==> src/tetris_pkg.sv <==
package tetris_pkg;

  //////////////////////////////////////////////////
  // Board geometry
  //////////////////////////////////////////////////

  // Default board size, the top level may override
  localparam int COLS_DEF = 10;
  localparam int ROWS_DEF = 22;

  //////////////////////////////////////////////////
  // Cell and row types
  //////////////////////////////////////////////////

  // Zero is an empty cell
  typedef logic [2:0] color_t;

  // One board row, cell 0 is the leftmost column
  typedef color_t [COLS_DEF-1:0] row_t;

  // Three cells in row 1, extra cell in row 0 except BAR
  typedef enum logic [1:0] {
    TEE, // extra over middle
    ELL, // extra over left
    JAY, // extra over right
    BAR  // flat, no extra
  } piece_t;

  //////////////////////////////////////////////////
  // Pipeline words
  //////////////////////////////////////////////////

  // Spawn request from the game
  typedef struct packed {
    piece_t piece;
    color_t color;
  } spawn_req_t;

  // Scan stage to placer stage
  typedef struct packed {
    spawn_req_t req;
    logic       found;
    logic [3:0] col_index;
  } scan_t;

  // Result back to the game
  typedef struct packed {
    logic       ok;
    logic [4:0] row_ref;
    logic [3:0] col_ref;
  } spawn_res_t;

endpackage

==> src/block_placer.sv <==
`timescale 1ns/1ps

module block_placer #(
  parameter int COLS = tetris_pkg::COLS_DEF,
  parameter int ROWS = tetris_pkg::ROWS_DEF
) (
  input  logic                   clk,
  input  logic                   reset,
  input  logic                   scan_valid,
  input  tetris_pkg::scan_t      scan_data,
  input  tetris_pkg::row_t       row0,
  input  tetris_pkg::row_t       row1,
  output logic                   place_en,
  output tetris_pkg::row_t       place_row0,
  output tetris_pkg::row_t       place_row1,
  output logic                   place_valid,
  output tetris_pkg::spawn_res_t place_res
);

  int                    base_col;
  int                    extra_col;
  logic                  has_extra;
  tetris_pkg::color_t    paint;
  tetris_pkg::spawn_res_t res_next;

  //////////////////////////////////////////////////
  // Painting
  //////////////////////////////////////////////////

  assign paint = scan_data.req.color;

  // Row-0 cell position by kind
  always_comb begin
    base_col  = int'(scan_data.col_index);
    has_extra = 1'b1;
    extra_col = base_col;
    case (scan_data.req.piece)
      tetris_pkg::TEE: extra_col = base_col + 1;
      tetris_pkg::ELL: extra_col = base_col;
      tetris_pkg::JAY: extra_col = base_col + 2;
      default:         has_extra = 1'b0;
    endcase
  end

  // Copies of the rows with the piece drawn in
  always_comb begin
    place_row0 = row0;
    place_row1 = row1;
    for (int j = 0; j < COLS; j++) begin
      if (j >= base_col && j <= base_col + 2) begin
        place_row1[j] = paint;
      end
      if (has_extra && j == extra_col) begin
        place_row0[j] = paint;
      end
    end
  end

  // Store write lands on the same edge as the stage register
  assign place_en = scan_valid && scan_data.found;

  //////////////////////////////////////////////////
  // Result word
  //////////////////////////////////////////////////

  always_comb begin
    res_next = '0;
    if (scan_data.found) begin
      res_next.ok      = 1'b1;
      res_next.row_ref = 5'(ROWS - 1);
      // Column left of the piece, wraps to the last column
      if (scan_data.col_index == '0) begin
        res_next.col_ref = 4'(COLS - 1);
      end else begin
        res_next.col_ref = scan_data.col_index - 4'd1;
      end
    end
  end

  always_ff @(posedge clk) begin
    if (reset) begin
      place_valid <= 1'b0;
    end else begin
      place_valid <= scan_valid;
    end
  end

  always_ff @(posedge clk) begin
    if (scan_valid) begin
      place_res <= res_next;
    end
  end

endmodule

==> config.mk <==
export PLATFORM = sky130hd
export DESIGN_NAME = block_placer
export DESIGN_NICKNAME = d
export VERILOG_FILES = /design/src/tetris_pkg.sv /design/src/block_placer.sv
export SDC_FILE = /design/constraint.sdc
export NUM_CORES = 1
export LEC_CHECK = 0
export BUFFER_PORTS_ARGS = -buffer_cell sky130_fd_sc_hd__buf_4
export CORE_UTILIZATION = 35
export DETAILED_ROUTE_END_ITERATION = 8
export PLACE_DENSITY = 0.85
export SETUP_SLACK_MARGIN = 0.3
export SYNTH_ARGS = -nofsm -noshare
export SYNTH_HDL_FRONTEND = slang
export SYNTH_SLANG_ARGS = --single-unit
==> constraint.sdc <==
create_clock -name clk -period 2.8 [get_ports clk]
set_input_delay 0.28 -clock clk [delete_from_list [all_inputs] [get_ports clk]]
set_output_delay 0.28 -clock clk [all_outputs]
set_load 0.1 [all_outputs]
---- Word level (Yosys, flattened, before mapping) ----
Cells that the tools add are included.
cells by class
  equality and inequality tests ........... 11
  $lt $le $gt $ge ......................... 20
  reduce and logical (&&, ||, !) cells .... 26
  divide/modulo/power cells ............... 0
  add/subtract/negate cells ............... 3
  multipliers ............................. 0
  bitwise gates (word level) .............. 1
  shift operators ......................... 0
  mux-type cells .......................... 24
operators with widths
  cell                                                                              number
  4-bit by 32-bit equality test with 1-bit output, first input constant             4
  4-bit by 32-bit less-or-equal comparator with 1-bit output, first input constant  4
  3-bit by 32-bit equality test with 1-bit output, first input constant             2
  5-bit by 32-bit equality test with 1-bit output, first input constant             2
  3-bit by 32-bit less-or-equal comparator with 1-bit output, first input constant  2
  3-bit 2-to-1 mux                                                                  20
  2-bit by 32-bit equality test with 1-bit output, first input constant             1
  1-bit by 32-bit less-or-equal comparator with 1-bit output, first input constant  1
  2-bit by 32-bit less-or-equal comparator with 1-bit output, first input constant  1
  5-bit by 32-bit less-or-equal comparator with 1-bit output, first input constant  1
  32-bit zero test                                                                  1
  1-bit logical AND                                                                 21
  3-bit by 4-bit >= comparator with 1-bit output, first input constant              4
  10-bit 2-to-1 mux                                                                 1
  5-bit one-hot mux with 2 select lines                                             1
  1-bit by 4-bit >= comparator with 1-bit output, first input constant              2
  2-bit by 4-bit >= comparator with 1-bit output, first input constant              2
  4-bit >= comparator, first input constant                                         2
  4-bit by 1-bit adder with 5-bit output, second input constant                     1
  4-bit by 2-bit adder with 5-bit output, second input constant                     1
  4-bit by 5-bit less-or-equal comparator with 1-bit output, first input constant   1
  4-bit zero test                                                                   1
  4-bit 2-to-1 mux                                                                  1
  4-bit by 1-bit subtractor with 4-bit output, second input constant                1
  7 further kinds                                                                   7
word-level totals
  bits in latches ......................... 0
  bits in registers ....................... 11
  memories ................................ 0
  input port bits ......................... 73
  memory bits (writable) .................. 0
  memory bits (read-only) ................. 0

---- Logic depth before layout (Yosys ltp) ----
Gate-level depths: netlist of run 1.
  word-level depth ........................ 5
  depth in mapped cells ................... 9
  gate-level depth less buffers ........... 7

---- Least setup slack after synthesis of run 1 ----
OpenSTA, ideal clock, no wires.
  path kind ............................... input port to output port
  start ................................... input scan_data[0] (netlist name)
  end ..................................... output place_row0[10] (netlist name)
  stages on the path ...................... 9
  slack ................................... 0.016 ns
  arrival time ............................ 2.504 ns
  required time ........................... 2.520 ns
  path through ............................ clkbuf_1 -> clkbuf_1 -> inv_1 -> ha_1 -> nor2_1 -> o31ai_2 -> nand3b_1 -> a21oi_1 -> mux2_2
RTL lines
  item                RTL line            RTL
  start: declaration  block_placer.sv:10  input tetris_pkg::scan_t scan_data,
  end: declaration    block_placer.sv:14  output tetris_pkg::row_t place_row0,

==> key figures, run 1 <==
Power and ir drop
  – Max VDD drop: 0.204 mV
  – Flop pwr share: 8.0%
  – Leakage power: 1.58 nW
  – Power per Cell Area: 414 nW/um2
  – Tot Pwr: 1.36 mW
  – Pint: 533 uW
  – Switching Power: 823 uW
  – Clk pwr share: 10.2%
  – Gate power share: 81.8%
  – Sw Share: 60.7%

CTS
  – Clk Tree Root Cell: clkbuf_8
  – CTS tree: done
  – Clock tree sinks: 6
  – Reg clk slew, reported paths: 0.04 ns
  – CTS Buffer Depth: 2
  – Total CTS buffers: 3
  – CTS H-tree depth: 1

Critical path
  – CP Buf/Inv Count: 3
  – CP max stage delay: 0.31 ns
  – CP most frequent cell: buf_4
  – Worst EP arrival: 2.21 ns
  – Critical path class: in -> out
  – CP startpoint kind: input pin
  – Critical path capture point type: output port
  – CP Cell Sequence: buf_12 -> ha_4 -> o21bai_1 -> a221oi_4 -> buf_4 -> nor3_1 -> nand2_1 -> mux2_2 -> buf_4
  – Max stage delay cell, worst path: nor3_1
  – Largest delay share family, worst path: buffers and inverters
  – Crit-path max FO: 6
  – CP required: 2.52 ns

Floorplanning
  – Die width: 70.8 um
  – Io pins: 145
  – Starting density of the core: 37.3%
  – Core Area: 4440 um2
  – # rows: 24
  – Die ar.: 5020 um2
  – Die H: 70.8 um

Yosys
  – Ys Warns: 0
  – Largest family of logic cells by synthesized area: multiplexers
  – Top FF cell, synth: edfxtp_1
  – Mapped Avg Cell Area: 8.82 um2
  – Sequential fraction of the synthesis area: 10.3%
  – Post-synth top area share: 40.8%
  – Synth area leader: mux2_2
  – Post-synthesis adder-cell area fraction: 9.81%
  – Synth async-reset ratio: 0%
  – Post-synthesis mux area share: 41.4%
  – Gate Count Post-Synth: 188
  – Post-synthesis xor/xnor area fraction: 1.58%
  – Synth Area in Compound Gates: 12.5%
  – Netlist cell types: 46
  – Cell Area, Synth: 1660 um2
  – Post-Synth Simple-Gate Area: 17.1%
  – Post-synthesis register bit count: 6
  – Post-synth EDFFs: 5
  – Synth top area cells: mux2_2 41%, ha_1 9.8%, edfxtp_1 9.1%, nand2_1 3.2%, buf_4 2.3%

Finish
  – P&R area growth vs syn: 97.4%
  – # diodes: 0
  – Cell Count, Final, Fillers Out: 386
  – Layout cells sized above 1: 73.4%
  – Nets: 421

Routing
  – Initial drt markers: 124
  – Vias per cell: 5.51
  – Number of nets with antenna violations after routing: 0
  – # DRC: 26
  – Via Count: 2127
  – Drt total wl: 7.48 mm
  – TritonRoute pass-1 iters: 7
  – Avg WL per Cell: 19.4 um

GRT
  – Gr usage total: 23.6%
  – Initial antenna violation count: 0
  – Global-route wire length before repair: 9.52 mm
  – Gr ovfl total: 0
  – Largest net degree at the start of global routing: 21
  – Vias in the first global route: 1902

Worst hold path
  – Worst hold path type: in -> reg

STA
  – # setup viols final: 0
  – Final TNS setup: 0 ns
  – Final Hold Viols: 0
  – Number of max-slew violations in the final report: 0
  – Setup WS post-layout: 0.308 ns
  – Final Critical Period: 2.49 ns
  – Setup repair after global routing missed its margin: true
  – Tcrit/Tclk final: 89.0%
  – F_max: 0.401 GHz
  – Slew margin rel.: 61.4%
  – Worst slew pin tran: 0.573 ns

Flow run
  – Max-cap violations: 0

Run status
  – Violated checks: design-rule violations
  – Outcome: finished with violations

Placed design
  – PortBufs: 142
  – Hpwl dp: 4.99 mm
  – Cell Count Post-Placement: 372
  – Placement Setup Slack: 0.0797 ns
  – Gpl congestion: 0.893
==> cell type report <==
type / instances / area (um2)
clock buffer: 4 / 45.0
fill: 295 / 1170
inverter: 6 / 46.3
multi-input combinational: 159 / 1590
sequential: 6 / 170
tap: 52 / 65.1
timing repair buffer: 159 / 1360
==> through the flow <==
stage	util, %	hold WS (ns)	area (um2)
after floorplan	-	0.352	1780
after global placement	64.2	0.436	2850
after detailed placement	64.2	0.439	2850
after CTS	68.9	0.210	3060
after global routing	73.6	0.217	3270
final	73.6	0.210	3270
==> power groups by stage <==
stage          combinational [mW]  sequential [mW]  clock (mW)
2_1_floorplan               0.743            0.161           0
3_3_place_gp                 1.01            0.109           0
3_5_place_dp                 1.02            0.109           0
4_1_cts                      1.05            0.108       0.139
5_1_grt                      1.14            0.109       0.147
6_report                     1.11            0.109       0.138
==> synth_stat cells (all sizes together), types with 3 or more instances <==
library cell,number
mux2,60
nand2,14
ha,13
clkbuf,10
nor2,9
buf,8
a21oi,7
inv,6
edfxtp,5
nand3,5
and2,4
nand2b,4
nor2b,4
o21ai,4
a21boi,3
==> layout by cell type, fill, tap and decap left out, drive strengths merged, types with 2 or more instances in the layout <==
cell type / instances
nand3: 5
nor2: 9
clkbuf: 6
xnor2: 2
nand2: 14
mux2: 60
o211ai: 2
a21oi: 7
ha: 13
nand3b: 2
a21boi: 3
nor2b: 4
nand2b: 4
edfxtp: 5
inv: 4
nor3: 2
conb: 2
o21ai: 4
and2: 4
buf: 157
==> sequential cells by signal (all words and copies together), names as in the netlist <==
name,count
place_res,5
place_valid,1
==> logic make-up (layout without fill, tap and decap cells) <==
family          after synthesis  after routing
other cells                   1              2
mux                          61             61
flops                         6              6
buf+inv                      24            169
xor+xnor                      3              3
simple gates                 53             53
compound gates               27             27
fa+ha+maj                    13             13
==> timing repair <==
item	CTS	global route
pin swaps	3	8
hold endpoints to repair	0	0
gates cloned	0	1
setup endpoints to repair	38	36
gates resized for setup	37	28
setup buffers	0	9
hold buffers	0	0
==> worst paths after layout <==
path                      from        endpoint  slack [ns]  cells after the start
setup / recovery  scan_data[1]  place_row0[13]        0.31                      9
hold / removal           reset     place_valid        0.21                      2
==> metal layers <==
metal	vias to the layer above	share of wire, %	track usage (%)
li1	970	-	-
met1	1037	37	28.3
met2	106	54	44.6
met3	14	6.8	2.42
met4	0	2.1	6.22
met5	-	0	0
Note: power is estimated with default switching activity, not from simulation.
==> inputs of run 2 (changes only) <==
--- a/config.mk
+++ b/config.mk
@@ -5,7 +5,7 @@
 export SDC_FILE = /design/constraint.sdc
 export NUM_CORES = 1
 export LEC_CHECK = 0
-export BUFFER_PORTS_ARGS = -buffer_cell sky130_fd_sc_hd__buf_4
+export BUFFER_PORTS_ARGS = -buffer_cell sky130_fd_sc_hd__buf_2
 export CORE_UTILIZATION = 35
 export DETAILED_ROUTE_END_ITERATION = 8
 export PLACE_DENSITY = 0.85
==> run 2 against run 1 <==
Effect of this change:
- the run still ends with design-rule violations left
- global-route usage grew 0.42 points
- core utilization shrank 1.6 points
- power is essentially flat
- design area shrank 2.2%
- non-clock buffer count grew 3
- sequential power is essentially flat
- first-iteration DRC count grew 10%
- routed wire length shrank 4.4%
- hold slack is essentially flat
- critical path type unchanged
==> key figures, run 2 (synthesized netlist as in run 1, its figures left out) <==
Run status
  – Outcome: finished with violations (unchanged)
  – Violated checks: design-rule violations (unchanged)

Worst hold path
  – Hold Path Depth: 2 (unchanged)
  – Hold Crit Start: reset (unchanged)
  – Hold Path Sink: place_valid (unchanged)
  – Worst hold path type: in -> reg (unchanged)

STA
  – F_max: 0.398 GHz (was 0.401 GHz)
  – Number of max-slew violations in the final report: 0 (unchanged)
  – Final Critical Period: 2.51 ns (was 2.49 ns)
  – Tcrit/Tclk final: 89.7% (was 89.0%)
  – Slew margin rel.: 63.3% (was 61.4%)
  – WHS: 0.210 ns (about the same)
  – Final Hold Viols: 0 (unchanged)
  – Final TNS setup: 0 ns (unchanged)
  – Worst slew pin tran: 0.545 ns (was 0.573 ns)
  – Setup repair after global routing missed its margin: true (unchanged)
  – # setup viols final: 0 (unchanged)

Finish
  – Commonest non-fill, non-tap cells in the layout: 99 x buf_2, 39 x mux2_2, 32 x buf_4 (was 142 x buf_4, 39 x mux2_2, 21 x mux2_4)
  – Regs by FF count: place_res x5, place_valid x1 (unchanged)
  – Total area of sequential cells: 170 um2 (unchanged)
  – Largest reg by FF count: place_res (unchanged)
  – # diodes: 0 (unchanged)
  – Commonest non-fill, non-tap cell in the layout: buf_2 (was buf_4)
  – Nets: 424 (was 421)
  – Max reg flops: 5 (unchanged)
  – Layout cells sized above 1: 74.2% (was 73.4%)
  – P&R area growth vs syn: 93.1% (was 97.4%)
  – Multi-input logic area: 1600 um2 (was 1590 um2)
  – Number of fill cells: 279 (was 295)

Routing
  – Drt total wl: 7.15 mm (was 7.48 mm)
  – Initial drt markers: 137 (was 124)
  – Avg WL per Cell: 18.4 um (was 19.4 um)
  – # DRC: 26 (unchanged)
  – Via Count: 2136 (was 2127)
  – TritonRoute pass-1 iters: 7 (unchanged)
  – Number of nets with antenna violations after routing: 0 (unchanged)
  – Vias per cell: 5.49 (was 5.51)

Critical path
  – Largest delay share family, worst path: simple AND/OR/NAND/NOR gates (was buffers and inverters)
  – CP Cell Sequence: buf_12 -> clkinv_8 -> ha_4 -> and2_4 -> a221oi_4 -> nor3b_4 -> buf_6 -> nand3b_1 -> mux2_4 -> buf_12 (was buf_12 -> ha_4 -> o21bai_1 -> a221oi_4 -> buf_4 -> nor3_1 -> nand2_1 -> mux2_2 -> buf_4)
  – CP most frequent cell: buf_12 (was buf_4)
  – CP startpoint kind: input pin (unchanged)
  – Critical path class: in -> out (unchanged)
  – CP max stage delay: 0.37 ns (was 0.31 ns)
  – Critical path capture point type: output port (unchanged)
  – Worst EP arrival: 2.23 ns (was 2.21 ns)
  – Max stage delay cell, worst path: mux2_4 (was nor3_1)
  – CP Buf/Inv Count: 4 (was 3)
  – CP required: 2.52 ns (about the same)
  – Crit-path max FO: 6 (unchanged)

CTS
  – Reg clk slew, reported paths: 0.04 ns (about the same)
  – Clock tree sinks: 6 (unchanged)
  – Hold-fix buffers, CTS: 0 (unchanged)
  – CTS H-tree depth: 1 (unchanged)
  – CTS tree: done (unchanged)
  – CTS Buffer Depth: 2 (unchanged)
  – Clk Tree Root Cell: clkbuf_8 (unchanged)
  – Total CTS buffers: 3 (unchanged)

Placed design
  – Gpl congestion: 0.894 (was 0.893)
  – Hpwl dp: 5.00 mm (was 4.99 mm)
  – PortBufs: 142 (unchanged)

Floorplanning
  – Starting density of the core: 37.3% (unchanged)
  – Die ar.: 5020 um2 (unchanged)
  – Io pins: 145 (unchanged)
  – Die H: 70.8 um (unchanged)
  – Die width: 70.8 um (unchanged)
  – # rows: 24 (unchanged)
  – Core Area: 4440 um2 (unchanged)

Power and ir drop
  – Clk pwr share: 10.4% (was 10.2%)
  – Power per Cell Area: 423 nW/um2 (was 414 nW/um2)
  – Switching Power: 833 uW (was 823 uW)
  – Sw Share: 61.5% (was 60.7%)
  – Leakage power: 1.57 nW (was 1.58 nW)
  – Gate power share: 81.7% (was 81.8%)
  – Pint: 522 uW (was 533 uW)
  – Flop pwr share: 8.0% (about the same)
  – Max VDD drop: 0.240 mV (was 0.204 mV)

GRT
  – Largest net degree at the start of global routing: 21 (unchanged)
  – Gr ovfl total: 0 (unchanged)
  – Initial antenna violation count: 0 (unchanged)
  – Gr usage total: 24.0% (was 23.6%)
  – Vias in the first global route: 2023 (was 1902)
  – Global-route wire length before repair: 9.74 mm (was 9.52 mm)

Flow run
  – Max-cap violations: 0 (unchanged)
## run 2: cell count changes in the layout (fill, tap and decap cells not counted), sizes merged
cell / change
clkinvlp: -1
inv: +1
clkbuf: -1
buf: +4
## run 2: power by group through the flow
stage / Clock, mW / Sequential [mW] / Combinational (mW)
2_1_floorplan: 0 / 0.161 / 0.743
5_1_grt: 0.148 / 0.109 / 1.14
3_3_place_gp: 0 / 0.109 / 1.01
6_report: 0.140 / 0.108 / 1.11
4_1_cts: 0.143 / 0.108 / 1.05
3_5_place_dp: 0 / 0.109 / 1.03
## run 2: stage by stage
step                setup slack, ns  util [%]  power [mW]  area [um2]  std cells
CTS                           0.276      67.3        1.30        2990        380
detailed placement           0.0681      63.7        1.14        2830        374
global route                  0.208      72.0        1.39        3200        389
global placement              0.120      63.7        1.12        2830        374
floorplan                     0.329         -       0.903        1780        189
finish                        0.290      72.0        1.36        3200        389
## run 2: what timing repair did
item / 4_1_cts / 5_1_grt
gates resized for setup: 29 / 40
endpoints found under the setup margin: 36 / 45
pin swaps: 3 / 6
buffers inserted: 2 / 9
## run 2: worst max path at each step
stage / from / cells past startpoint / slack [ns] / end
4_1_cts: scan_data[0] / 9 / 0.28 / place_row0[6]
6_report: scan_data[1] / 10 / 0.29 / place_row0[28]
5_1_grt: scan_data[8] / 8 / 0.21 / place_row0[28]
3_3_place_gp: scan_data[1] / 9 / 0.12 / place_row0[5]
2_1_floorplan: scan_data[2] / 8 / 0.33 / place_row0[3]
3_5_place_dp: scan_data[1] / 9 / 0.07 / place_row0[5]
## run 2: final cells by class
| cell class | count | share of cell area [%] |
|---|---|---|
| flip-flops and latches | 6 | 5.31 |
| multi-input cells | 159 | 50.0 |
| repair buffers | 162 | 40.1 |
| clock buffers | 4 | 1.41 |
| inverters | 6 | 1.17 |
| well taps | 52 | 2.03 |
## run 2: per-layer routing
| layer | vias to the layer above | share of wire (%) | wire [um] | track usage, % |
|---|---|---|---|---|
| met5 | - | 0 | 0 | 0 |
| met2 | 127 | 55 | 3960 | 48.0 |
| met4 | 0 | 3.7 | 263 | 8.00 |
| li1 | 975 | - | - | - |
| met1 | 1012 | 35 | 2480 | 26.6 |
| met3 | 22 | 6.3 | 451 | 1.57 |
==> inputs of run 3 (changes only) <==
--- a/config.mk
+++ b/config.mk
@@ -6,6 +6,7 @@
 export NUM_CORES = 1
 export LEC_CHECK = 0
 export BUFFER_PORTS_ARGS = -buffer_cell sky130_fd_sc_hd__buf_2
+export CORE_MARGIN = 5
 export CORE_UTILIZATION = 35
 export DETAILED_ROUTE_END_ITERATION = 8
 export PLACE_DENSITY = 0.85
==> run 3 against run 2 <==
Effect of this change:
- the run now ends clean
- sequential share of layout area barely moved
- sequential power barely moved
- power fell by 0.83%
- flip-flop and latch count did not move
- clock power barely moved
- combinational power barely moved
- highest routed layer unchanged
==> key figures, run 3 (synthesized netlist as in run 1, its figures left out) <==
STA
  – Tcrit/Tclk final: 89.9% (was 89.7%)
  – # setup viols final: 0 (unchanged)
  – Number of max-slew violations in the final report: 0 (unchanged)
  – Final Critical Period: 2.52 ns (was 2.51 ns)
  – Worst slew pin tran: 0.607 ns (was 0.545 ns)
  – Slew margin rel.: 59.1% (was 63.3%)
  – Final Hold Viols: 0 (unchanged)
  – Setup WS post-layout: 0.281 ns (was 0.290 ns)
  – WHS: 0.233 ns (was 0.210 ns)
  – F_max: 0.397 GHz (was 0.398 GHz)
  – Final TNS setup: 0 ns (unchanged)
  – Setup repair after global routing missed its margin: true (unchanged)

CTS
  – CTS tree: done (unchanged)
  – CTS Buffer Depth: 2 (unchanged)
  – Reg clk slew, reported paths: 0.04 ns (about the same)
  – Clock tree sinks: 6 (unchanged)
  – Hold-fix buffers, CTS: 0 (unchanged)
  – Clk Tree Root Cell: clkbuf_8 (unchanged)
  – Total CTS buffers: 3 (unchanged)
  – CTS H-tree depth: 1 (unchanged)

Routing
  – Vias per cell: 5.33 (was 5.49)
  – Number of nets with antenna violations after routing: 0 (unchanged)
  – # DRC: 0 (was 26)
  – Avg WL per Cell: 18.7 um (was 18.4 um)
  – Via Count: 2059 (was 2136)
  – Initial drt markers: 79 (was 137)
  – Drt total wl: 7.21 mm (was 7.15 mm)
  – TritonRoute pass-1 iters: 4 (was 7)

Floorplanning
  – Io pins: 145 (unchanged)
  – Starting density of the core: 35.6% (was 37.3%)
  – Die H: 78.8 um (was 70.8 um)
  – Core Area: 4660 um2 (was 4440 um2)
  – Die ar.: 6210 um2 (was 5020 um2)
  – # rows: 25 (was 24)
  – Die width: 78.8 um (was 70.8 um)

Finish
  – Finished Cell Area: 3180 um2 (was 3200 um2)
  – Total area of sequential cells: 170 um2 (unchanged)
  – Cell Count, Final, Fillers Out: 386 (was 389)
  – Max reg flops: 5 (unchanged)
  – Commonest non-fill, non-tap cells in the layout: 96 x buf_2, 39 x mux2_2, 24 x buf_12 (was 99 x buf_2, 39 x mux2_2, 32 x buf_4)
  – # diodes: 0 (unchanged)
  – Commonest non-fill, non-tap cell in the layout: buf_2 (unchanged)
  – Layout cells sized above 1: 72.3% (was 74.2%)
  – Final core utilization: 68.2% (was 72.0%)
  – P&R area growth vs syn: 91.8% (was 93.1%)
  – Largest reg by FF count: place_res (unchanged)
  – Multi-input logic area: 1580 um2 (was 1600 um2)
  – Number of fill cells: 343 (was 279)
  – Nets: 419 (was 424)
  – Regs by FF count: place_res x5, place_valid x1 (unchanged)

GRT
  – Largest net degree at the start of global routing: 21 (unchanged)
  – Vias in the first global route: 1936 (was 2023)
  – Initial antenna violation count: 0 (unchanged)
  – Global-route wire length before repair: 9.72 mm (was 9.74 mm)
  – Gr ovfl total: 0 (unchanged)
  – Gr usage total: 19.4% (was 24.0%)

Power and ir drop
  – Power per Cell Area: 423 nW/um2 (about the same)
  – Leakage power: 1.56 nW (was 1.57 nW)
  – Max VDD drop: 0.200 mV (was 0.240 mV)
  – Tot Pwr: 1.34 mW (was 1.36 mW)

Worst hold path
  – Worst hold path type: in -> reg (unchanged)

Placed design
  – Gpl congestion: 0.953 (was 0.894)
  – Cell Count Post-Placement: 376 (was 374)
  – Post-DP Area: 2830 um2 (about the same)
  – Hpwl dp: 5.42 mm (was 5.00 mm)
  – PortBufs: 142 (unchanged)
  – Placement Setup Slack: 0.0542 ns (was 0.0681 ns)

Critical path
  – Critical path class: in -> out (unchanged)
  – CP startpoint kind: input pin (unchanged)
  – Worst EP arrival: 2.24 ns (was 2.23 ns)
  – CP required: 2.52 ns (about the same)
  – Critical path capture point type: output port (unchanged)
  – Crit-path max FO: 7 (was 6)

Run status
  – Outcome: finished clean (was finished with violations)

Flow run
  – Max-cap violations: 0 (unchanged)
## run 3: path summary, 6_finish.rpt
| check | depth (start not counted) | start | endpoint | slack [ns] |
|---|---|---|---|---|
| min | 2 | reset | place_valid | 0.23 |
| max | 10 | scan_data[1] | place_row0[29] | 0.28 |
## run 3: layout make-up
| class | instances | area share (%) |
|---|---|---|
| Sequential cell | 6 | 5.35 |
| Timing Repair Buffer | 157 | 40.1 |
| Clock buffer | 4 | 1.42 |
| Multi-Input combinational cell | 159 | 49.8 |
| Inverter | 6 | 1.18 |
| Tap cell | 54 | 2.13 |
## run 3: worst max-delay path, cell delays in order
cell and delay (ns):
buf_12 0.11, clkinv_8 0.06, ha_4 0.21, and2_4 0.14
a221oi_4 0.33, nor3b_4 0.27, buf_6 0.13, nand3b_1 0.18
mux2_4 0.37, buf_12 0.17
## run 3: repair_timing
item | in CTS | in global routing
setup endpoints to repair | 36 | 45
pin swaps | 3 | 7
gates resized for setup | 32 | 42
buffers inserted | 2 | 4
endpoints found under the hold margin | 0 | 0
## run 3: power by group
group          leakage, nW  internal (mW)  switching, mW  total, mW
clock               0.0228         0.0982         0.0404      0.139
sequential          0.0567          0.105        0.00211      0.107
combinational         1.48          0.318          0.780       1.10
## run 3: routing by layer
layer | track usage (%) | wire [um] | vias to the layer above
met5 | 0 | 0 | -
met4 | 4.98 | 104 | 0
met3 | 2.83 | 499 | 8
met2 | 39.0 | 3920 | 105
met1 | 20.8 | 2690 | 978
li1 | - | - | 968
