<file path="src/tetris_pkg.sv">
package tetris_pkg;

  //////////////////////////////////////////////////
  // Board geometry
  //////////////////////////////////////////////////

  // Default board size, the top level may override
  localparam int COLS_DEF = 10;
  localparam int ROWS_DEF = 22;

  //////////////////////////////////////////////////
  // Cell and row types
  //////////////////////////////////////////////////

  // Zero is an empty cell
  typedef logic [2:0] color_t;

  // One board row, cell 0 is the leftmost column
  typedef color_t [COLS_DEF-1:0] row_t;

  // Three cells in row 1, extra cell in row 0 except BAR
  typedef enum logic [1:0] {
    TEE, // extra over middle
    ELL, // extra over left
    JAY, // extra over right
    BAR  // flat, no extra
  } piece_t;

  //////////////////////////////////////////////////
  // Pipeline words
  //////////////////////////////////////////////////

  // Spawn request from the game
  typedef struct packed {
    piece_t piece;
    color_t color;
  } spawn_req_t;

  // Scan stage to placer stage
  typedef struct packed {
    spawn_req_t req;
    logic       found;
    logic [3:0] col_index;
  } scan_t;

  // Result back to the game
  typedef struct packed {
    logic       ok;
    logic [4:0] row_ref;
    logic [3:0] col_ref;
  } spawn_res_t;

endpackage

</file>
<file path="src/slot_scan.sv">
`timescale 1ns/1ps

module slot_scan #(
  parameter int COLS = tetris_pkg::COLS_DEF,
  parameter int ROWS = tetris_pkg::ROWS_DEF
) (
  input  logic                   clk,
  input  logic                   reset,
  input  logic                   intake_valid,
  input  tetris_pkg::spawn_req_t intake_req,
  input  tetris_pkg::row_t       row0,
  input  tetris_pkg::row_t       row1,
  output logic                   scan_valid,
  output tetris_pkg::scan_t      scan_data
);

  // Board size must fit the row type and the reference fields
  if (COLS < 3 || COLS > tetris_pkg::COLS_DEF || ROWS < 2 || ROWS > 32) begin : g_size_check
    $error("slot_scan: unsupported board size");
  end

  logic       hit;
  logic [3:0] hit_col;
  logic       base_free;
  logic       extra_free;

  //////////////////////////////////////////////////
  // Free place search
  //////////////////////////////////////////////////

  // Walk from the right so the last hit is the leftmost one
  always_comb begin
    hit        = 1'b0;
    hit_col    = '0;
    base_free  = 1'b0;
    extra_free = 1'b0;
    for (int i = COLS - 3; i >= 0; i--) begin
      // Three cells in row 1
      base_free = (row1[i] == '0) && (row1[i+1] == '0) && (row1[i+2] == '0);
      // Extra cell in row 0 depends on the kind
      case (intake_req.piece)
        tetris_pkg::TEE: extra_free = (row0[i+1] == '0);
        tetris_pkg::ELL: extra_free = (row0[i] == '0);
        tetris_pkg::JAY: extra_free = (row0[i+2] == '0);
        default:         extra_free = 1'b1;
      endcase
      if (base_free && extra_free) begin
        hit     = 1'b1;
        hit_col = 4'(i);
      end
    end
  end

  //////////////////////////////////////////////////
  // Stage register
  //////////////////////////////////////////////////

  always_ff @(posedge clk) begin
    if (reset) begin
      scan_valid <= 1'b0;
    end else begin
      scan_valid <= intake_valid;
    end
  end

  // Payload carries the request along with the search result
  always_ff @(posedge clk) begin
    if (intake_valid) begin
      scan_data.req       <= intake_req;
      scan_data.found     <= hit;
      scan_data.col_index <= hit_col;
    end
  end

endmodule

</file>
<file path="config.mk">
export PLATFORM = sky130hd
export DESIGN_NAME = slot_scan
export DESIGN_NICKNAME = d
export VERILOG_FILES = /design/src/tetris_pkg.sv /design/src/slot_scan.sv
export SDC_FILE = /design/constraint.sdc
export NUM_CORES = 1
export LEC_CHECK = 0
export ABC_AREA = 1
export ABC_CLOCK_PERIOD_IN_PS = 1150
export BUFFER_PORTS_ARGS = -buffer_cell sky130_fd_sc_hd__buf_4
export CAP_MARGIN = 20
export CORE_MARGIN = 2
export CORE_UTILIZATION = 32
export DETAILED_ROUTE_END_ITERATION = 16
export GPL_ROUTABILITY_DRIVEN = 0
export GPL_TIMING_DRIVEN = 0
export PLACE_DENSITY = 0.87
export SYNTH_ARGS = -nofsm -noshare
export SYNTH_HDL_FRONTEND = slang
export SYNTH_SLANG_ARGS = --single-unit
</file>
<file path="constraint.sdc">
create_clock -name clk -period 1.15 [get_ports clk]
set_input_delay 0 -clock clk [delete_from_list [all_inputs] [get_ports clk]]
set_output_delay 0 -clock clk [all_outputs]
set_load 0.02 [all_outputs]
</file>
; ---- Word-level counts from Yosys, hierarchy flattened
; Index checks and enable logic that the tools add are counted.
[word_totals]
regBits = 11
out_inout_bits = 11
wordCells = 74
[op_classes]
eq_ne = 2
n_mux = 16
n_reduce_logical = 48
[ops]
columns = op, count
row1 = logical NOT 3 bit, 20
row2 = logical AND 1 bit, 24
row3 = one-hot mux 1 bit (3 select lines), 8
row4 = 2-to-1 mux 3 bit, 4
row5 = OR reduction 7 bit, 1
row6 = 2-to-1 mux 2 bit, 2
row7 = OR reduction 4 bit, 1
row8 = "equality test 2 x 1 -> 1 bit, second input constant", 1
row9 = "equality test 2 bit, second input constant", 1
row10 = logical NOT 2 bit, 1
row11 = 2-to-1 mux 1 bit, 2
row12 = OR reduction 2 bit, 1

; ---- Longest topological paths before layout
; Gate-level depths: netlist (run 1).
[logic_depth]
ltp_word = 11
depth_mapped = 13

; ---- Least setup slack after synthesis (run 1)
; No wires, ideal clock.
[synth_timing]
path_type = input to register
from = input port intake_req[3] (netlist bit)
to = register scan_data[1] (netlist bit) (data pin)
t_arrival_ns = 0.814
slack_ns = 0.078
stages = 7
path_cell_list = nor2_1 > inv_2 > o21ai_0 > nor2_1 > nor2_1 > a21oi_1 > a21boi_1
[synth_between]
elab_chain_len = 9
elab_cells_between_ends = 26
[synth_rtl]
columns = element, line_no
row1 = "start, declared", slot_scan.sv:10  ; input tetris_pkg::spawn_req_t intake_req,
row2 = "equality test 2 bit, or another cell as far along", slot_scan.sv:41  ; case (intake_req.piece)
row3 = one-hot mux 1 bit (3 select lines), slot_scan.sv:41
row4 = logical AND 1 bit, slot_scan.sv:47  ; if (base_free && extra_free) begin
row5 = 2-to-1 mux 3 bit (4 in a row), slot_scan.sv:47
row6 = 2-to-1 mux 2 bit (2 in a row), slot_scan.sv:47
row7 = "end, declared", slot_scan.sv:14  ; output tetris_pkg::scan_t scan_data
; Several ways; a longest one is shown, not always the timed one.
; A chain may end at the register's enable or synchronous reset.

; ---- Worst setup path after layout (run 1)
[layout_timing]
from = input port row1[7] (netlist bit)
to = register scan_data[1] (netlist bit) (data pin)
[layout_between]
elab_chain_len = 5
elab_cells_between_ends = 11
[layout_rtl]
columns = element, line_no
row1 = "start, declared", slot_scan.sv:12  ; input tetris_pkg::row_t row1,
row2 = logical NOT 3 bit (*), slot_scan.sv:39  ; base_free = (row1[i] == '0) && (row1[i+1] == '0) && (row1[i+2] == '0);
row3 = logical AND 1 bit (2 in a row), slot_scan.sv:39
row4 = logical AND 1 bit, slot_scan.sv:47
row5 = 2-to-1 mux 2 bit or OR reduction 2 bit (tied branches), --
; Mark *: on every way between the ends. The rest lies on a longest branch, timed or not.

==> summary.txt, run 1 <==
Global route
  • GRT Total Usage: 15.4%
  • Vias in the first global route: 887
  • Grt ovf: 0
  • Largest net degree at the start of global routing: 11
  • Antenna violations before repair: 0
  • First-pass GRT wire length: 3280 microns

Placed design
  • Hpwl dp: 2000 microns
  • PortBufs: 77

Setup path
  • CP max stage delay: 270 ps
  • Worst-path maximum fanout: 3
  • Crit-path leading delay family: simple AND/OR/NAND/NOR gates
  • Buffer and inverter count on the worst path: 1
  • CP Class: input port to flop
  • Req. time, crit path: 1170 ps
  • Cell count along the critical path: 7
  • Crit path arrival time: 1030 ps
  • Cell Chain, Critical Path: buf_4 -> nor3_1 -> and2_2 -> nand2_1 -> nor2_1 -> a21oi_1 -> a21boi_1
  • Crit-path slowest cell: nor3_1
  • Crit. Startpoint: row1[7]
  • Crit path launch type: input port
  • CP endpoint kind: flop
  • Critical Path Sink: scan_data[1]

STA
  • RSZ-0062 raised after global routing: false
  • Final setup vio count: 0
  • Fin crit share: 87.7%
  • Hold Fails Final Rpt: 0
  • Final Slew Violations: 0
  • Max Clk Rate: 991 MHz
  • Tmin final: 1010 ps

Cells and area
  • Footprint of the multi-input gates: 452 sq um
  • Share of post-route cells with drive strength above 1: 41.0%
  • Final net count: 286
  • Fillcell total: 229
  • Area taken by flip-flops and latches: 290 sq um
  • Antenna diode count: 0
  • Post-layout util: 62.5%
  • Area Growth Syn to Fin: 86.6%

Clocking
  • Post-CTS Setup Bufs: 0
  • CTS tree: yes
  • Total CTS buffers: 3
  • Root buffer cell: clkbuf_4
  • Clock transition at the registers of the reported paths: 60 ps
  • Max clock buf depth: 2
  • H-tree depth: 1
  • Clk sink count: 10

Power
  • PD cells: 679 nW/um^2
  • Power Total: 1.04 mW
  • Worst VDD drop: 0.000430 V
  • Leakage: 0.792 nW

Floorplan
  • Total I/O pin count: 79
  • CORE AREA: 2450 sq um
  • Row count: 18
  • Die height: 54.7 microns
  • Die Wd: 54.7 microns
  • Initial Util: 33.5%
  • Die area: 2990 sq um

Routing
  • Routed vias: 1133
  • # DRC: 0
  • Initial DRC Count: 18
  • Vias per std cell: 4.59
  • Routed Wire Length: 2330 microns
  • Antenna viol nets, final: 0
  • Drt pass-1 iters: 4
  • Routed len/inst: 9.45 microns

Logic synthesis
  • Synth top area cells: edfxtp_1 33%, nor2_1 12%, nand2_1 12%
  • Yosys reg bits: 10
  • Cell taking the most area after synthesis: edfxtp_1
  • Synth warn: 0
  • Synth Instances: 130
  • Synthesized Nets: 198
  • Register area share after synthesis: 35.3%
  • Mean Syn Cell Area: 6.32 sq um
  • Netlist cell types: 21
  • Yosys top cell area share: 32.9%
  • Area of the mapped netlist: 822 sq um

Min path
  • Worst hold path class: input port to flop

Outcome
  • Status: completed

Job
  • # Max-Cap Violations: 0
-- kinds of logic after synthesis --
logic type / share of synthesized area [%]
AO/OA/AOI/OAI: 13.2
buffers and inverters: 11.0
AND/OR/NAND/NOR: 40.0
other: 0.456
flip-flops: 35.3
-- sequential cells by signal, indices dropped and copies added, names as in the netlist --
signal,flops
scan_data,9
scan_valid,1
-- cells in the final DEF (no fill, tap or decap) --
| master | n |
|---|---|
| o21ai_0 | 4 |
| a21boi_1 | 1 |
| nor2_1 | 25 |
| nor3_2 | 1 |
| dfxtp_1 | 1 |
| dlygate4sd3_1 | 6 |
| inv_2 | 2 |
| o2111ai_1 | 1 |
| inv_1 | 20 |
| clkbuf_4 | 3 |
| buf_4 | 78 |
| o211ai_1 | 2 |
| and2_1 | 1 |
| nor2_2 | 3 |
| nand3_1 | 13 |
| and2_2 | 1 |
| clkbuf_1 | 1 |
| o21ai_1 | 2 |
| conb_1 | 1 |
| nor3_1 | 8 |
| a21oi_1 | 4 |
| nand2_1 | 26 |
| a21oi_2 | 1 |
| o22ai_1 | 3 |
| edfxtp_1 | 9 |
-- metrics by stage --
| step | TNS (ps) | setup slack (ps) | area, sq um | hold slack [ps] | cells |
|---|---|---|---|---|---|
| after floorplan | 0 | 78.1 | 822 | 71.2 | 130 |
| after global placement | -618 | -198 | 1440 | 158 | 237 |
| after detailed placement | -588 | -177 | 1440 | 166 | 237 |
| after CTS | 0 | 108 | 1520 | 22.7 | 247 |
| after global routing | 0 | 24.8 | 1530 | 30.5 | 247 |
| final | 0 | 141 | 1530 | 23.4 | 247 |
-- synthesized netlist by cell type --
master,n
inv_2,2
o21ai_0,4
dfxtp_1,1
inv_1,20
nand2_1,26
edfxtp_1,9
conb_1,1
and2_2,1
a21oi_2,1
a21boi_1,1
a21oi_1,4
nor2_1,27
o21ai_1,2
o2111ai_1,1
nand3_1,13
and2_1,1
nor3_1,9
o22ai_1,3
o211ai_1,2
nor2_2,1
buf_4,1
-- area by class of cell --
type                            instances  area share (%)
Timing Repair Buffer                   83            41.6
Multi-Input combinational cell         97            29.4
Sequential cell                        10            18.9
Inverter                               22            5.38
Tap cell                               30            2.45
Clock buffer                            4            1.71
Buffer                                  1           0.489
-- where the power goes --
| part | switching (mW) | leakage (nW) | internal, mW |
|---|---|---|---|
| sequential | 0.00537 | 0.0952 | 0.420 |
| clock | 0.113 | 0.0150 | 0.134 |
| combinational | 0.150 | 0.682 | 0.219 |
-- per-layer routing --
| layer | vias up | global-route usage (%) | routed length, microns |
|---|---|---|---|
| met5 | - | 0 | 0 |
| met4 | 0 | 11.3 | 71 |
| met3 | 7 | 0.820 | 283 |
| met2 | 71 | 26.6 | 1070 |
| met1 | 459 | 17.8 | 908 |
| li1 | 596 | - | - |
-- worst min path at each step --
stage | from | endpoint | slack, ps | cells past startpoint
2_1_floorplan | reset | scan_valid | 70 | 1
3_3_place_gp | reset | scan_valid | 160 | 2
3_5_place_dp | reset | scan_valid | 170 | 2
4_1_cts | intake_valid | scan_valid | 20 | 3
5_1_grt | intake_valid | scan_valid | 30 | 3
6_report | intake_valid | scan_valid | 20 | 3
-- timing repair --
item                                    in CTS  in global routing
resized for setup                            0                  3
hold buffers                                 6                  0
endpoints found under the setup margin       0                  3
endpoints found under the hold margin        6                  0
Power figures use the tool's default switching activity.
==> inputs of run 2 (changes only) <==
--- a/config.mk
+++ b/config.mk
@@ -7,7 +7,7 @@
 export LEC_CHECK = 0
 export ABC_AREA = 1
 export ABC_CLOCK_PERIOD_IN_PS = 1150
-export BUFFER_PORTS_ARGS = -buffer_cell sky130_fd_sc_hd__buf_4
+export BUFFER_PORTS_ARGS = -buffer_cell sky130_fd_sc_hd__buf_2
 export CAP_MARGIN = 20
 export CORE_MARGIN = 2
 export CORE_UTILIZATION = 32
==> run 2 against run 1 <==
Effect of this change: flip-flop and latch count unchanged; sequential share of layout area is 2.5 points higher; clock power up 24%; worst setup slack got worse by 27 ps; hold slack gained 46 ps; power down 1.8%; fmax shrank 2.6%; critical path depth is 1 higher; cell count up 0.40%; first-iteration DRC count down 50%.
==> summary.txt, run 2 (synthesized netlist as in run 1, its figures left out) <==
Outcome
  • Status: completed (unchanged)

Cells and area
  • Leading cell type in the layout, fill and taps excluded: buf_2 (was buf_4)
  • Final instance area: 1360 sq um (was 1530 sq um)
  • Area Growth Syn to Fin: 65.0% (was 86.6%)
  • Antenna diode count: 0 (unchanged)
  • Fillcell total: 264 (was 229)
  • Largest Register: scan_data (unchanged)
  • Area taken by flip-flops and latches: 290 sq um (unchanged)
  • Fin cells: 248 (was 247)
  • Most frequent cells in the layout: 77 x buf_2, 26 x nor2_1, 26 x nand2_1, 20 x inv_1, 13 x nand3_1 (was 78 x buf_4, 26 x nand2_1, 25 x nor2_1, 20 x inv_1, 13 x nand3_1)
  • Final net count: 287 (was 286)
  • Share of post-route cells with drive strength above 1: 41.3% (was 41.0%)
  • Footprint of the multi-input gates: 449 sq um (was 452 sq um)
  • Max reg flops: 9 (unchanged)
  • Largest regs: scan_data (9), scan_valid (1) (unchanged)

Min path
  • Hold path depth: 3 (unchanged)
  • Hold path start: intake_valid (unchanged)
  • Worst hold path class: input port to flop (unchanged)
  • Hold path endpoint: scan_valid (unchanged)

Power
  • PD cells: 754 nW/um^2 (was 679 nW/um^2)
  • Worst VDD drop: 0.000576 V (was 0.000430 V)
  • Leakage: 0.735 nW (was 0.792 nW)
  • Power Total: 1.02 mW (was 1.04 mW)

Setup path
  • CP Class: input port to flop (unchanged)
  • Req. time, crit path: 1160 ps (was 1170 ps)
  • Worst-path maximum fanout: 7 (was 3)
  • Crit path launch type: input port (unchanged)
  • Crit path arrival time: 1040 ps (was 1030 ps)
  • CP endpoint kind: flop (unchanged)

Floorplan
  • Row count: 18 (unchanged)
  • Initial Util: 33.5% (unchanged)
  • Die area: 2990 sq um (unchanged)
  • Die Wd: 54.7 microns (unchanged)
  • CORE AREA: 2450 sq um (unchanged)
  • Total I/O pin count: 79 (unchanged)
  • Die height: 54.7 microns (unchanged)

STA
  • Hold Fails Final Rpt: 0 (unchanged)
  • Max Clk Rate: 966 MHz (was 991 MHz)
  • Tmin final: 1040 ps (was 1010 ps)
  • Fin crit share: 90.1% (was 87.7%)
  • RSZ-0062 raised after global routing: true (was false)
  • Final setup vio count: 0 (unchanged)
  • Final Slew Violations: 0 (unchanged)

Clocking
  • Max clock buf depth: 2 (unchanged)
  • Clock transition at the registers of the reported paths: 60 ps (about the same)
  • Total CTS buffers: 3 (unchanged)
  • CTS tree: yes (unchanged)
  • Clk sink count: 10 (unchanged)
  • Root buffer cell: clkbuf_4 (unchanged)
  • H-tree depth: 1 (unchanged)

Routing
  • Routed Wire Length: 2370 microns (was 2330 microns)
  • Antenna viol nets, final: 0 (unchanged)
  • # DRC: 0 (unchanged)
  • Vias per std cell: 4.61 (was 4.59)
  • Routed vias: 1144 (was 1133)
  • Drt pass-1 iters: 4 (unchanged)
  • Initial DRC Count: 9 (was 18)
  • Routed len/inst: 9.54 microns (was 9.45 microns)

Global route
  • Vias in the first global route: 986 (was 887)
  • First-pass GRT wire length: 3550 microns (was 3280 microns)
  • Grt ovf: 0 (unchanged)
  • Antenna violations before repair: 0 (unchanged)
  • GRT Total Usage: 16.3% (was 15.4%)
  • Largest net degree at the start of global routing: 11 (unchanged)

Placed design
  • Post-placement cell area: 1240 sq um (was 1440 sq um)
  • PortBufs: 77 (unchanged)
  • Cells after DPL: 237 (unchanged)
  • Hpwl dp: 2000 microns (about the same)

Job
  • # Max-Cap Violations: 0 (unchanged)
## run 2: cell count changes in the layout (fill, tap and decap cells not counted)
cell / change
clkbuf_8: +1
nor2_1: +1
nor2_2: -1
clkbuf_1: -1
buf_4: -76
buf_2: +77
## run 2: layer usage
metal | up-vias | track usage [%] | wire length [microns]
li1 | 604 | - | -
met1 | 470 | 18.0 | 951
met2 | 65 | 30.0 | 1120
met3 | 5 | 0.820 | 250
met4 | 0 | 10.4 | 46
met5 | - | 0 | 0
## run 2: through the flow
| stage | utilization, % | setup TNS [ps] | hold slack [ps] | worst slack [ps] |
|---|---|---|---|---|
| floorplan | - | 0 | 71.2 | 78.1 |
| global placement | 50.7 | -590 | 159 | -189 |
| detailed placement | 50.7 | -645 | 170 | -206 |
| CTS | 54.6 | 0 | 74.5 | 72.9 |
| global route | 55.2 | -2.70 | 71.2 | -2.70 |
| finish | 55.2 | 0 | 69.5 | 114 |
## run 2: worst max path at each step
| stage | from | end | cells after the start |
|---|---|---|---|
| after global placement | intake_req[3] | scan_data[1] | 8 |
| after global routing | intake_req[4] | scan_data[4] | 10 |
| after floorplan | intake_req[3] | scan_data[1] | 7 |
| after CTS | intake_req[3] | scan_data[1] | 8 |
| final | intake_req[4] | scan_data[4] | 8 |
| after detailed placement | intake_req[3] | scan_data[1] | 8 |
## run 2: layout make-up
cell class	count	share of cell area [%]
Timing Repair Buffer	84	33.4
Multi-Input combinational cell	97	33.1
Sequential cell	10	21.4
Inverter	22	6.09
Tap cell	30	2.77
Clock buffer	4	2.68
Buffer	1	0.554
## run 2: repair_timing
| action | CTS | global route |
|---|---|---|
| endpoints found under the hold margin | 6 | 0 |
| resized for setup | 0 | 2 |
| setup buffers | 0 | 1 |
| setup endpoints to repair | 0 | 4 |
| hold buffers | 6 | 0 |
## run 2: critical path, cell delays in order
cell and delay (ps):
buf_2 140, inv_2 80, nand2_1 140, o21ai_0 130
o21ai_1 220, nand2_1 90, nor2_1 150, nand3_1 90
## run 2: report_power, final
| group | total, mW | internal, mW | switching, mW |
|---|---|---|---|
| combinational | 0.292 | 0.143 | 0.149 |
| sequential | 0.425 | 0.420 | 0.00466 |
| clock | 0.306 | 0.192 | 0.114 |
==> inputs of run 3 (changes only) <==
--- a/config.mk
+++ b/config.mk
@@ -9,12 +9,12 @@
 export ABC_CLOCK_PERIOD_IN_PS = 1150
 export BUFFER_PORTS_ARGS = -buffer_cell sky130_fd_sc_hd__buf_2
 export CAP_MARGIN = 20
-export CORE_MARGIN = 2
 export CORE_UTILIZATION = 32
 export DETAILED_ROUTE_END_ITERATION = 16
 export GPL_ROUTABILITY_DRIVEN = 0
 export GPL_TIMING_DRIVEN = 0
 export PLACE_DENSITY = 0.87
+export RECOVER_POWER = 100
 export SYNTH_ARGS = -nofsm -noshare
 export SYNTH_HDL_FRONTEND = slang
 export SYNTH_SLANG_ARGS = --single-unit
==> run 3 against run 2 <==
Effect of this change: cell count shrank 1.2%; critical path type unchanged; wire length shrank 11%; combinational power shrank 5%; fmax grew 0.37%; flip-flop and latch count is the same; core utilization shrank 2.1 points; global-route usage shrank 1.4 points; die area shrank 7.2%; power shrank 8.4%; clock power shrank 23%; sequential power is essentially flat; largest cell class is now multi-input gates.
==> summary.txt, run 3 (synthesized netlist as in run 1, its figures left out) <==
Floorplan
  • Row count: 18 (unchanged)
  • CORE AREA: 2450 sq um (unchanged)
  • Die Wd: 52.7 microns (was 54.7 microns)
  • Die height: 52.7 microns (was 54.7 microns)
  • Die area: 2780 sq um (was 2990 sq um)
  • Initial Util: 33.5% (unchanged)
  • Total I/O pin count: 79 (unchanged)

Routing
  • Routed len/inst: 8.62 microns (was 9.54 microns)
  • Drt pass-1 iters: 4 (unchanged)
  • Routed vias: 1096 (was 1144)
  • Antenna viol nets, final: 0 (unchanged)
  • Initial DRC Count: 22 (was 9)
  • Vias per std cell: 4.47 (was 4.61)
  • Routed Wire Length: 2110 microns (was 2370 microns)
  • # DRC: 0 (unchanged)

Power
  • Int Pwr: 685 uW (was 755 uW)
  • Worst VDD drop: 0.000568 V (was 0.000576 V)
  • Sequential share of power: 45.5% (was 41.6%)
  • NetSw: 252 uW (was 268 uW)
  • Switching Share: 26.9% (was 26.2%)
  • Clock share of power: 25.1% (was 29.9%)
  • PD cells: 718 nW/um^2 (was 754 nW/um^2)
  • Leakage: 0.685 nW (was 0.735 nW)
  • Logic pwr share: 29.4% (was 28.5%)

STA
  • Rel. slew slack: 65.8%
  • RSZ-0062 raised after global routing: false (was true)
  • Hold Fails Final Rpt: 0 (unchanged)
  • Final Slew Violations: 0 (unchanged)
  • Tmin final: 1030 ps (was 1040 ps)
  • Fin worst setup slack: 118 ps (was 114 ps)
  • Fin crit share: 89.7% (was 90.1%)
  • Setup TNS: 0 ps (unchanged)
  • Final setup vio count: 0 (unchanged)
  • Max Clk Rate: 969 MHz (was 966 MHz)
  • Tightest Pin Transition: 514 ps

Global route
  • GR peak layer: met2 (unchanged)
  • Antenna violations before repair: 0 (unchanged)
  • Grt met1 use: 16.3% (was 18.0%)
  • Vias in the first global route: 851 (was 986)
  • Grt ovf: 0 (unchanged)
  • Global-route met3 utilization: 1.16% (was 0.820%)
  • First-pass GRT wire length: 3170 microns (was 3550 microns)
  • GRT Total Usage: 14.9% (was 16.3%)
  • Largest net degree at the start of global routing: 11 (unchanged)
  • Met2 GRT Util: 29.3% (was 30.0%)

Cells and area
  • Antenna diode count: 0 (unchanged)
  • Fin cells: 245 (was 248)
  • Post-layout util: 53.2% (was 55.2%)
  • Max reg flops: 9 (unchanged)
  • Leading cell type in the layout, fill and taps excluded: buf_2 (unchanged)
  • Area Growth Syn to Fin: 58.8% (was 65.0%)
  • Largest Register: scan_data (unchanged)
  • Share of post-route cells with drive strength above 1: 35.3% (was 41.3%)
  • Final instance area: 1310 sq um (was 1360 sq um)
  • Most frequent cells in the layout: 66 x buf_2, 26 x nor2_1, 26 x nand2_1, 20 x inv_1, 13 x nand3_1 (was 77 x buf_2, 26 x nor2_1, 26 x nand2_1, 20 x inv_1, 13 x nand3_1)
  • Final net count: 284 (was 287)
  • Largest regs: scan_data (9), scan_valid (1) (unchanged)

Clocking
  • Clock transition at the registers of the reported paths: 60 ps (about the same)
  • Root buffer cell: clkbuf_4 (unchanged)
  • Post-CTS Setup Bufs: 0 (unchanged)
  • H-tree depth: 1 (unchanged)
  • CTS tree: yes (unchanged)
  • Clk sink count: 10 (unchanged)
  • Total CTS buffers: 3 (unchanged)
  • Max clock buf depth: 2 (unchanged)

Setup path
  • Crit path launch type: input port (unchanged)
  • CP max stage delay: 150 ps (was 220 ps)
  • Crit. Startpoint: intake_req[4] (unchanged)
  • CP endpoint kind: flop (unchanged)
  • Crit-path slowest cell: buf_2 (was o21ai_1)
  • Worst-path maximum fanout: 7 (unchanged)
  • Cell Chain, Critical Path: buf_2 -> inv_2 -> nand2_1 -> nor2_1 -> nor2_1 -> nand2_1 -> nand2_1 -> nand2_1 -> nand2_1 -> nand2_1 -> nand2_1 -> nand2_1 -> a21oi_2 (was buf_2 -> inv_2 -> nand2_1 -> o21ai_0 -> o21ai_1 -> nand2_1 -> nor2_1 -> nand3_1)
  • Critical Path Sink: scan_data[0] (was scan_data[4])
  • Req. time, crit path: 1150 ps (was 1160 ps)
  • Critical Path Most Common Cell: nand2_1 (unchanged)
  • CP Class: input port to flop (unchanged)
  • Crit path arrival time: 1030 ps (was 1040 ps)

Placed design
  • Setup Slack @ Placement: -208 ps (was -206 ps)
  • PortBufs: 77 (unchanged)
  • Cells after DPL: 237 (unchanged)
  • Hpwl dp: 1840 microns (was 2000 microns)
  • Post-placement cell area: 1240 sq um (unchanged)

Outcome
  • Status: completed (unchanged)

Job
  • # Max-Cap Violations: 0 (unchanged)

Min path
  • Worst hold path class: input port to flop (unchanged)
-- run 3: metal layers --
layer | part of all wire (%) | vias to the layer above
li1 | - | 594
met5 | 0 | -
met4 | 0 | 0
met1 | 40 | 449
met2 | 54 | 53
met3 | 6.6 | 0
-- run 3: critical path, delay by kind of cell --
family                 cells  cell delay [ps]
and+or+nand+nor           10              720
buffers and inverters      2              270
AOI/OAI and AO/OA          1               50
-- run 3: worst min-delay path by stage --
stage | to | slack, ps | from | depth (start not counted)
6_report | scan_data[8] | 50 | intake_req[3] | 1
3_5_place_dp | scan_valid | 160 | reset | 2
2_1_floorplan | scan_valid | 70 | reset | 1
3_3_place_gp | scan_valid | 160 | reset | 2
5_1_grt | scan_data[8] | 60 | intake_req[3] | 1
4_1_cts | scan_data[8] | 3 | intake_req[3] | 1
-- run 3: power by group through the flow --
stage	logic, mW	registers (mW)	clock network, mW
after CTS	0.281	0.426	0.247
final	0.276	0.426	0.235
after floorplan	0.0839	0.467	0
after global placement	0.264	0.432	0
after global routing	0.309	0.429	0.254
after detailed placement	0.270	0.433	0
-- run 3: what timing repair did --
action,CTS,global route
hold buffers,4,0
hold endpoints to repair,4,0
endpoints found under the setup margin,0,3
resized for setup,0,2
-- run 3: final cells by class --
| cell class | count | area, sq um |
|---|---|---|
| Tap cell | 30 | 37.5 |
| Sequential cell | 10 | 290 |
| Multi-Input combinational cell | 97 | 449 |
| Buffer | 1 | 7.51 |
| Inverter | 22 | 82.6 |
| Timing Repair Buffer | 81 | 412 |
| Fill cell | 254 | 1150 |
| Clock buffer | 4 | 26.3 |
-- run 3: metrics by stage --
stage / hold WS [ps] / power, mW
5_1_grt: 57.2 / 0.992
4_1_cts: 2.95 / 0.954
6_report: 47.4 / 0.937
3_3_place_gp: 159 / 0.696
2_1_floorplan: 71.2 / 0.551
3_5_place_dp: 162 / 0.703
